===== src/verilog/pe_pkg.sv =====
`default_nettype none

package pe_pkg;

    // datapath widths
    parameter int WORD_W  = 8;
    parameter int COORD_W = 8;
    parameter int CNT_W   = 16;

    // array shape
    parameter int LANES = 4;
    parameter int ROWS  = 4;

    // input register depth in beats
    parameter int IN_DELAY = 2;

    typedef logic signed [WORD_W-1:0]   word_t;
    typedef logic signed [COORD_W-1:0]  coord_t;
    typedef logic signed [2*WORD_W-1:0] prod_t;
    typedef logic [CNT_W-1:0]           cnt_t;
    typedef logic [1:0]                 slot_t;

    // pass sequencing
    typedef enum logic [1:0] {
        idle        = 2'd0,
        load_weight = 2'd1,
        stream      = 2'd2,
        done        = 2'd3
    } pe_state_t;

endpackage

`default_nettype wire


===== src/verilog/beat_delay.sv =====
`default_nettype none

module beat_delay #(
    parameter int  DEPTH = 2,
    parameter type T     = logic
) (
    input  logic clk,
    input  logic rst,
    input  logic in_valid,
    input  T     d,
    output T     q
);

    T stage [DEPTH];

    // chain moves only on accepted beats
    always_ff @(posedge clk or posedge rst) begin
        if (rst) begin
            for (int i = 0; i < DEPTH; i++) begin
                stage[i] <= '0;
            end
        end else if (in_valid) begin
            stage[0] <= d;
            for (int i = 1; i < DEPTH; i++) begin
                stage[i] <= stage[i-1];
            end
        end
    end

    assign q = stage[DEPTH-1];

endmodule

`default_nettype wire


===== src/verilog/pe_ctrl.sv =====
`default_nettype none

module pe_ctrl #(
    parameter int DEPTH = pe_pkg::IN_DELAY
) (
    input  logic          clk,
    input  logic          rst,
    input  logic          in_valid,
    input  pe_pkg::cnt_t  pass_beats,
    input  pe_pkg::cnt_t  pass_count,
    output logic          weight_we,
    output pe_pkg::slot_t weight_slot,
    output logic          out_valid
);
    import pe_pkg::*;

    pe_state_t state;
    pe_state_t state_next;
    cnt_t      beat_cnt;
    cnt_t      beat_cnt_next;
    cnt_t      pass_cnt;
    cnt_t      pass_cnt_next;
    logic      last_beat;

    // tags of the beat accepted this cycle
    logic      cur_pass;
    logic      cur_we;
    slot_t     cur_slot;

    logic      pass_pipe [DEPTH];
    logic      we_pipe   [DEPTH];
    slot_t     slot_pipe [DEPTH];

    assign last_beat = (beat_cnt == pass_beats - cnt_t'(1));

    always_comb begin
        state_next    = state;
        beat_cnt_next = beat_cnt;
        pass_cnt_next = pass_cnt;
        case (state)
            idle: begin
                // this beat is pass beat 0
                beat_cnt_next = cnt_t'(1);
                state_next    = load_weight;
            end
            load_weight, stream: begin
                if (last_beat) begin
                    beat_cnt_next = '0;
                    pass_cnt_next = pass_cnt + cnt_t'(1);
                    if (pass_cnt + cnt_t'(1) == pass_count) begin
                        state_next = done;
                    end else begin
                        state_next = idle;
                    end
                end else begin
                    beat_cnt_next = beat_cnt + cnt_t'(1);
                    if (beat_cnt == cnt_t'(ROWS - 1)) begin
                        state_next = stream;
                    end
                end
            end
            default: begin
                // done holds until reset
                state_next = done;
            end
        endcase
    end

    always_ff @(posedge clk or posedge rst) begin
        if (rst) begin
            state    <= idle;
            beat_cnt <= '0;
            pass_cnt <= '0;
        end else if (in_valid) begin
            state    <= state_next;
            beat_cnt <= beat_cnt_next;
            pass_cnt <= pass_cnt_next;
        end
    end

    assign cur_pass = (state != done);
    assign cur_we   = (state == idle) || (state == load_weight);
    assign cur_slot = slot_t'(beat_cnt);

    // tags follow the payload through the input delay
    always_ff @(posedge clk or posedge rst) begin
        if (rst) begin
            for (int i = 0; i < DEPTH; i++) begin
                pass_pipe[i] <= 1'b0;
                we_pipe[i]   <= 1'b0;
                slot_pipe[i] <= '0;
            end
            out_valid <= 1'b0;
        end else if (in_valid) begin
            pass_pipe[0] <= cur_pass;
            we_pipe[0]   <= cur_we;
            slot_pipe[0] <= cur_slot;
            for (int i = 1; i < DEPTH; i++) begin
                pass_pipe[i] <= pass_pipe[i-1];
                we_pipe[i]   <= we_pipe[i-1];
                slot_pipe[i] <= slot_pipe[i-1];
            end
            // one more beat for the store into slots and window
            out_valid <= pass_pipe[DEPTH-1];
        end
    end

    assign weight_we   = we_pipe[DEPTH-1];
    assign weight_slot = slot_pipe[DEPTH-1];

endmodule

`default_nettype wire


===== src/verilog/weight_bank.sv =====
`default_nettype none

module weight_bank (
    input  logic                                 clk,
    input  logic                                 rst,
    input  logic                                 in_valid,
    input  logic                                 weight_we,
    input  pe_pkg::slot_t                        weight_slot,
    input  pe_pkg::word_t                        weight_value,
    input  pe_pkg::coord_t                       weight_col,
    input  pe_pkg::coord_t                       weight_row,
    output pe_pkg::word_t  [pe_pkg::ROWS-1:0]    weights,
    output pe_pkg::coord_t [pe_pkg::ROWS-1:0]    weight_cols,
    output pe_pkg::coord_t [pe_pkg::ROWS-1:0]    weight_rows
);
    import pe_pkg::*;

    // one slot per array row
    always_ff @(posedge clk or posedge rst) begin
        if (rst) begin
            for (int r = 0; r < ROWS; r++) begin
                weights[r]     <= '0;
                weight_cols[r] <= '0;
                weight_rows[r] <= '0;
            end
        end else if (in_valid && weight_we) begin
            weights[weight_slot]     <= weight_value;
            weight_cols[weight_slot] <= weight_col;
            weight_rows[weight_slot] <= weight_row;
        end
    end

endmodule

`default_nettype wire


===== src/verilog/feature_window.sv =====
`default_nettype none

module feature_window (
    input  logic                                                 clk,
    input  logic                                                 rst,
    input  logic                                                 in_valid,
    input  pe_pkg::word_t  [pe_pkg::LANES-1:0]                   feature_value,
    input  pe_pkg::coord_t [pe_pkg::LANES-1:0]                   feature_cols,
    input  pe_pkg::coord_t [pe_pkg::LANES-1:0]                   feature_rows,
    output pe_pkg::word_t  [pe_pkg::ROWS-1:0][pe_pkg::LANES-1:0] window_value,
    output pe_pkg::coord_t [pe_pkg::ROWS-1:0][pe_pkg::LANES-1:0] window_cols,
    output pe_pkg::coord_t [pe_pkg::ROWS-1:0][pe_pkg::LANES-1:0] window_rows
);
    import pe_pkg::*;

    // group 0 newest, oldest group falls off the top
    always_ff @(posedge clk or posedge rst) begin
        if (rst) begin
            window_value <= '0;
            window_cols  <= '0;
            window_rows  <= '0;
        end else if (in_valid) begin
            window_value[0] <= feature_value;
            window_cols[0]  <= feature_cols;
            window_rows[0]  <= feature_rows;
            for (int g = 1; g < ROWS; g++) begin
                window_value[g] <= window_value[g-1];
                window_cols[g]  <= window_cols[g-1];
                window_rows[g]  <= window_rows[g-1];
            end
        end
    end

endmodule

`default_nettype wire


===== src/verilog/pe_array.sv =====
`default_nettype none

module pe_array (
    input  logic                                                 out_valid,
    input  pe_pkg::word_t  [pe_pkg::ROWS-1:0]                    weights,
    input  pe_pkg::coord_t [pe_pkg::ROWS-1:0]                    weight_cols,
    input  pe_pkg::coord_t [pe_pkg::ROWS-1:0]                    weight_rows,
    input  pe_pkg::word_t  [pe_pkg::ROWS-1:0][pe_pkg::LANES-1:0] window_value,
    input  pe_pkg::coord_t [pe_pkg::ROWS-1:0][pe_pkg::LANES-1:0] window_cols,
    input  pe_pkg::coord_t [pe_pkg::ROWS-1:0][pe_pkg::LANES-1:0] window_rows,
    output pe_pkg::prod_t  [pe_pkg::ROWS-1:0][pe_pkg::LANES-1:0] data_out,
    output pe_pkg::coord_t [pe_pkg::ROWS-1:0][pe_pkg::LANES-1:0] data_out_cols,
    output pe_pkg::coord_t [pe_pkg::ROWS-1:0][pe_pkg::LANES-1:0] data_out_rows
);
    import pe_pkg::*;

    // row r pairs weight slot r with window group r
    always_comb begin
        for (int r = 0; r < ROWS; r++) begin
            for (int c = 0; c < LANES; c++) begin
                if (out_valid) begin
                    // full width signed product
                    data_out[r][c] = $signed(weights[r]) * $signed(window_value[r][c]);
                    // offset of feature relative to weight
                    data_out_cols[r][c] = window_cols[r][c] - weight_cols[r];
                    data_out_rows[r][c] = window_rows[r][c] - weight_rows[r];
                end else begin
                    data_out[r][c]      = '0;
                    data_out_cols[r][c] = '0;
                    data_out_rows[r][c] = '0;
                end
            end
        end
    end

endmodule

`default_nettype wire


===== src/verilog/pe_unit.sv =====
`default_nettype none

module pe_unit #(
    parameter int DEPTH = pe_pkg::IN_DELAY
) (
    input  logic                                                 clk,
    input  logic                                                 rst,
    input  logic                                                 in_valid,
    input  pe_pkg::cnt_t                                         pass_beats,
    input  pe_pkg::cnt_t                                         pass_count,
    input  pe_pkg::word_t                                        weight_value,
    input  pe_pkg::coord_t                                       weight_col,
    input  pe_pkg::coord_t                                       weight_row,
    input  pe_pkg::word_t  [pe_pkg::LANES-1:0]                   feature_value,
    input  pe_pkg::coord_t [pe_pkg::LANES-1:0]                   feature_cols,
    input  pe_pkg::coord_t [pe_pkg::LANES-1:0]                   feature_rows,
    input  pe_pkg::cnt_t                                         in_channel,
    output logic                                                 out_valid,
    output pe_pkg::prod_t  [pe_pkg::ROWS-1:0][pe_pkg::LANES-1:0] data_out,
    output pe_pkg::coord_t [pe_pkg::ROWS-1:0][pe_pkg::LANES-1:0] data_out_cols,
    output pe_pkg::coord_t [pe_pkg::ROWS-1:0][pe_pkg::LANES-1:0] data_out_rows,
    output pe_pkg::cnt_t                                         out_channel
);
    import pe_pkg::*;

    // flat payloads for the delay lines
    typedef logic [WORD_W+2*COORD_W-1:0]         weight_bus_t;
    typedef logic [LANES*(WORD_W+2*COORD_W)-1:0] feature_bus_t;

    weight_bus_t                  weight_bus;
    weight_bus_t                  weight_bus_d;
    feature_bus_t                 feature_bus;
    feature_bus_t                 feature_bus_d;

    word_t                        d_weight_value;
    coord_t                       d_weight_col;
    coord_t                       d_weight_row;
    word_t  [LANES-1:0]           d_feature_value;
    coord_t [LANES-1:0]           d_feature_cols;
    coord_t [LANES-1:0]           d_feature_rows;

    logic                         weight_we;
    slot_t                        weight_slot;
    word_t  [ROWS-1:0]            weights;
    coord_t [ROWS-1:0]            weight_cols;
    coord_t [ROWS-1:0]            weight_rows;
    word_t  [ROWS-1:0][LANES-1:0] window_value;
    coord_t [ROWS-1:0][LANES-1:0] window_cols;
    coord_t [ROWS-1:0][LANES-1:0] window_rows;

    assign weight_bus  = {weight_value, weight_col, weight_row};
    assign feature_bus = {feature_value, feature_cols, feature_rows};
    assign {d_weight_value, d_weight_col, d_weight_row} = weight_bus_d;
    assign {d_feature_value, d_feature_cols, d_feature_rows} = feature_bus_d;

    pe_ctrl #(.DEPTH(DEPTH)) i_ctrl (
        .clk(clk), .rst(rst), .in_valid(in_valid),
        .pass_beats(pass_beats), .pass_count(pass_count),
        .weight_we(weight_we), .weight_slot(weight_slot), .out_valid(out_valid)
    );

    beat_delay #(.DEPTH(DEPTH), .T(weight_bus_t)) i_weight_delay (
        .clk(clk), .rst(rst), .in_valid(in_valid), .d(weight_bus), .q(weight_bus_d)
    );

    beat_delay #(.DEPTH(DEPTH), .T(feature_bus_t)) i_feature_delay (
        .clk(clk), .rst(rst), .in_valid(in_valid), .d(feature_bus), .q(feature_bus_d)
    );

    // channel tag rides along with the data
    // one extra stage stands for the store into slots and window
    beat_delay #(.DEPTH(DEPTH + 1), .T(cnt_t)) i_channel_delay (
        .clk(clk), .rst(rst), .in_valid(in_valid), .d(in_channel), .q(out_channel)
    );

    weight_bank i_weight_bank (
        .clk(clk), .rst(rst), .in_valid(in_valid),
        .weight_we(weight_we), .weight_slot(weight_slot),
        .weight_value(d_weight_value), .weight_col(d_weight_col), .weight_row(d_weight_row),
        .weights(weights), .weight_cols(weight_cols), .weight_rows(weight_rows)
    );

    feature_window i_feature_window (
        .clk(clk), .rst(rst), .in_valid(in_valid),
        .feature_value(d_feature_value), .feature_cols(d_feature_cols),
        .feature_rows(d_feature_rows),
        .window_value(window_value), .window_cols(window_cols), .window_rows(window_rows)
    );

    pe_array i_array (
        .out_valid(out_valid),
        .weights(weights), .weight_cols(weight_cols), .weight_rows(weight_rows),
        .window_value(window_value), .window_cols(window_cols), .window_rows(window_rows),
        .data_out(data_out), .data_out_cols(data_out_cols), .data_out_rows(data_out_rows)
    );

endmodule

`default_nettype wire


===== config.mk =====
export PLATFORM = sky130hd
export DESIGN_NAME = pe_unit
export DESIGN_NICKNAME = d
export VERILOG_FILES = /design/src/verilog/pe_pkg.sv /design/src/verilog/beat_delay.sv /design/src/verilog/pe_ctrl.sv /design/src/verilog/weight_bank.sv /design/src/verilog/feature_window.sv /design/src/verilog/pe_array.sv /design/src/verilog/pe_unit.sv
export SDC_FILE = /design/constraint.sdc
export NUM_CORES = 2
export LEC_CHECK = 0
export ABC_AREA = 0
export ABC_CLOCK_PERIOD_IN_PS = 11310
export BUFFER_PORTS_ARGS = -buffer_cell sky130_fd_sc_hd__buf_2
export CORE_MARGIN = 2
export CORE_UTILIZATION = 57
export CTS_CLUSTER_SIZE = 25
export DETAILED_ROUTE_END_ITERATION = 8
export PLACE_DENSITY = 0.76
export SLEW_MARGIN = 20
export SYNTH_ARGS = -nofsm -noshare
export SYNTH_HDL_FRONTEND = slang
export SYNTH_HIERARCHICAL = 1
export SYNTH_SLANG_ARGS = --single-unit

===== constraint.sdc =====
create_clock -name clk -period 11.31 [get_ports clk]
set_input_delay 1.131 -clock clk [delete_from_list [all_inputs] [get_ports clk]]
set_output_delay 1.131 -clock clk [all_outputs]
set_load 0.02 [all_outputs]

==> metrics.csv <==
stage,metric,value,unit
status,status,finished clean,
timing,Slew @ Worst Pin,1.15,ns
setup_path,critical path endpoint category,primary output,
timing,unrepaired setup endpoints after global routing,no,
clock_tree,worst skew pair latency,0.70,ns
setup_path,r2r setup slk,8.27,ns
grt,largest net degree at the start of global routing,195,
cells_and_area,Final nets,10700,
grt,total track usage,31.1,%
floorplan,standard-cell row count,142,
timing,Tcrit/Tclk final,69.8,%
yosys,mapped cell area,0.0854,mm2
min_path,hold depth,1,
timing,Final Max Tran Viols,0,
setup_path,Worst Reg-to-Reg Cells,7,
cells_and_area,Filler cells,12300,
setup_path,Critical Path RT,10.18,ns
grt,first-pass GRT wire length,367,mm
detailed_routing,DR iter-0 viols,4094,
grt,GRT overflow,0,
setup_path,Crit Path Max Fanout,33,
clock_tree,H-tree lvl count,3,
yosys,top-area cell type share of the netlist area,23.8,%
yosys,dominant cell type by area after synthesis,dfrtp_1,
grt,initial antenna violation count,36,
setup_path,Crit. Startpoint,i_weight_bank/weights[18],
clock_tree,TritonCTS clock tree,yes,
setup_path,crit start category,register,
yosys,syn nets,10300,
grt,vias in the first global route,64600,
setup_path,critical path arrival,6.76,ns
yosys,top-count cell post-synth,inv_1,
yosys,synth top area cells,"dfrtp_1 (24%), fa_1 (21%), ha_1 (10%), mux2_2 (9.3%), inv_1 (6.4%)",
place,placed insts,10900,
cells_and_area,Area Overhead vs Synth,8.11,%
clock_tree,CTS sink count,811,
detailed_routing,DRC Markers,0,
setup_path,kind of critical path,register to primary output,
timing,fin crit period,7.89,ns
floorplan,Die Y,391,um
detailed_routing,final WL,235,mm
floorplan,area of the core,0.149,mm2
yosys,Post-Synthesis Cells,8516,
timing,Final Hold Viols,0,
clock_tree,clk root buf,clkbuf_16,
setup_path,WP depth,15,
timing,Rel. slew slack,23.1,%
clock_tree,clk slew on worst S/H paths,0.06,ns
yosys,Synth cell types,83,
flow_run,MaxCap Viol Count,0,
place,HPWL Detailed,184,mm
min_path,hold path endpoint,i_feature_window/window_cols[6],
clock_tree,post-CTS sizing,0,
clock_tree,Num CTS Buffers,89,
clock_tree,CTS Buffer Depth,3,
detailed_routing,drt wl/cell,21.3,um
clock_tree,hold bufs inserted after CTS,0,
setup_path,Critical Path Most Common Cell,fa_1,
setup_path,"Cell Chain, Critical Path",nand2_1 -> fa_1 -> fa_1 -> inv_1 -> fa_1 -> inv_1 -> fa_1 -> inv_1 -> ha_1 -> nand2_1 -> a2111oi_0 -> o31ai_1 -> a31oi_1 -> mux2i_1 -> buf_2,
setup_path,CP max stage delay,1.07,ns
detailed_routing,post-route ant nets,0,
cells_and_area,final cell count without fillers,11000,
detailed_routing,drt via density,5.60,
detailed_routing,Pre-antenna DRT Iters,6,
yosys,"Async S/R FF share, synth",100,%
cells_and_area,Util after Layout,61.8,%
setup_path,WP buf/inv,4,
floorplan,Initial Utilization,57.2,%
yosys,Post-synth EDFFs,0,
floorplan,die area,0.153,mm2
timing,Max Clock Freq,127,MHz
setup_path,worst-path cell with the longest stage delay,dfrtp_1,
yosys,Syn. warnings,6,
clock_tree,Post-CTS Setup Bufs,0,
yosys,Post-synth top cells,"inv_1 (1457), fa_1 (912), dfrtp_1 (811)",
yosys,sequential share of the synthesized area,23.8,%
place,GPL Wtd Cong,0.922,
timing,Clock Skew,0.0339,ns
place,placed cell area,0.0893,mm2
floorplan,Die W,391,um
detailed_routing,via count,61800,
cells_and_area,finished layout cell area,0.0924,mm2
floorplan,I/O pins,700,
timing,Setup TNS,0,ns
setup_path,R2R Path End,i_ctrl/beat_cnt[14],
cells_and_area,layout cell share with drive strength beyond 1,19.5,%
cells_and_area,Multi-input gate area,0.0570,mm2
cells_and_area,sequential cell area,0.0203,mm2
yosys,Post-synth top flop,dfrtp_1,
min_path,hold crit path type,register to register,
yosys,Post-Synthesis Mean Instance Area,10.0,um2
place,Port Buffers,699,
yosys,"FF+latch count, synth",811,
setup_path,cell family with most CP delay,adder cells,
min_path,hold wc startpoint,i_feature_delay/q[38],
timing,Setup-failing EPs final,0,
setup_path,worst reg2reg path startpoint,i_ctrl/beat_cnt[5],
==> placed cells by master (no fill, tap or decap), types with 33 or more instances in the layout <==
cell type	instances
inv_1	1450
fa_1	912
dfrtp_1	803
and2_1	775
mux2_2	705
buf_2	698
ha_1	695
nand2_1	437
nor2_1	364
xnor2_1	257
o21ai_0	200
a21oi_1	165
nor2b_1	145
nor3_1	134
nand2b_1	125
xor2_1	122
a21o_1	93
clkbuf_16	89
mux2_4	80
mux2i_1	70
a31oi_1	55
nand3_1	52
a211oi_1	51
o21a_1	48
buf_4	41
o211ai_1	37
and3_1	34
or2_2	33
==> state kept, by name, indices dropped and copies added (netlist names), 24 cells and up <==
register,cells
i_feature_window/window_cols,128
i_feature_window/window_rows,128
i_feature_window/window_value,128
i_feature_delay/q,96
i_feature_delay/stage,96
i_channel_delay/stage,32
i_weight_bank/weight_cols,32
i_weight_bank/weight_rows,32
i_weight_bank/weights,32
i_weight_delay/q,24
i_weight_delay/stage,24
==> worst register-to-register path, delay by kind of cell, from the launching register on <==
kind | cells | cell delay (ns)
XOR/XNOR | 1 | 0.22
flip-flops | 1 | 0.44
AO/OA/AOI/OAI | 3 | 1.18
AND/OR/NAND/NOR | 3 | 1.10
==> how the worst max path moves through the flow <==
stage,end
floorplan,i_feature_delay/q[0]
global placement,data_out[175]
detailed placement,data_out[175]
CTS,data_out[175]
global route,data_out[175]
finish,data_out[175]
==> layer usage <==
metal	up-vias	track usage (%)	share of wire (%)
met5	-	0	0.067
met4	24	15.7	5.6
met3	507	6.71	8.2
met2	2100	49.0	46
met1	31200	40.7	41
li1	27900	-	-
==> kinds of logic after synthesis <==
group / synth area share, %
buffers and inverters: 9.53
AND/OR/NAND/NOR: 13.7
multiplexers: 11.6
AO/OA/AOI/OAI: 5.90
adder cells (fa/ha/maj): 31.5
XOR/XNOR: 3.94
flip-flops: 23.8
==> cell type report <==
class	count	area share, %
sequential	811	22.0
clock inverter	41	0.635
tap	2016	2.73
clock buffer	118	2.69
timing repair buffer	748	4.28
inverter	1457	5.94
multi-input combinational	5838	61.7
antenna	8	0.0217
==> metrics by stage <==
step	hold slack (ns)	setup slack (ns)
floorplan	0.458	4.95
global placement	0.472	4.11
detailed placement	0.479	4.09
CTS	0.490	3.29
global route	0.509	3.21
finish	0.491	3.42
Power is left out: the tool's default activity adds up to more than one toggle a clock period on the data nets, which glitch-free logic cannot reach.
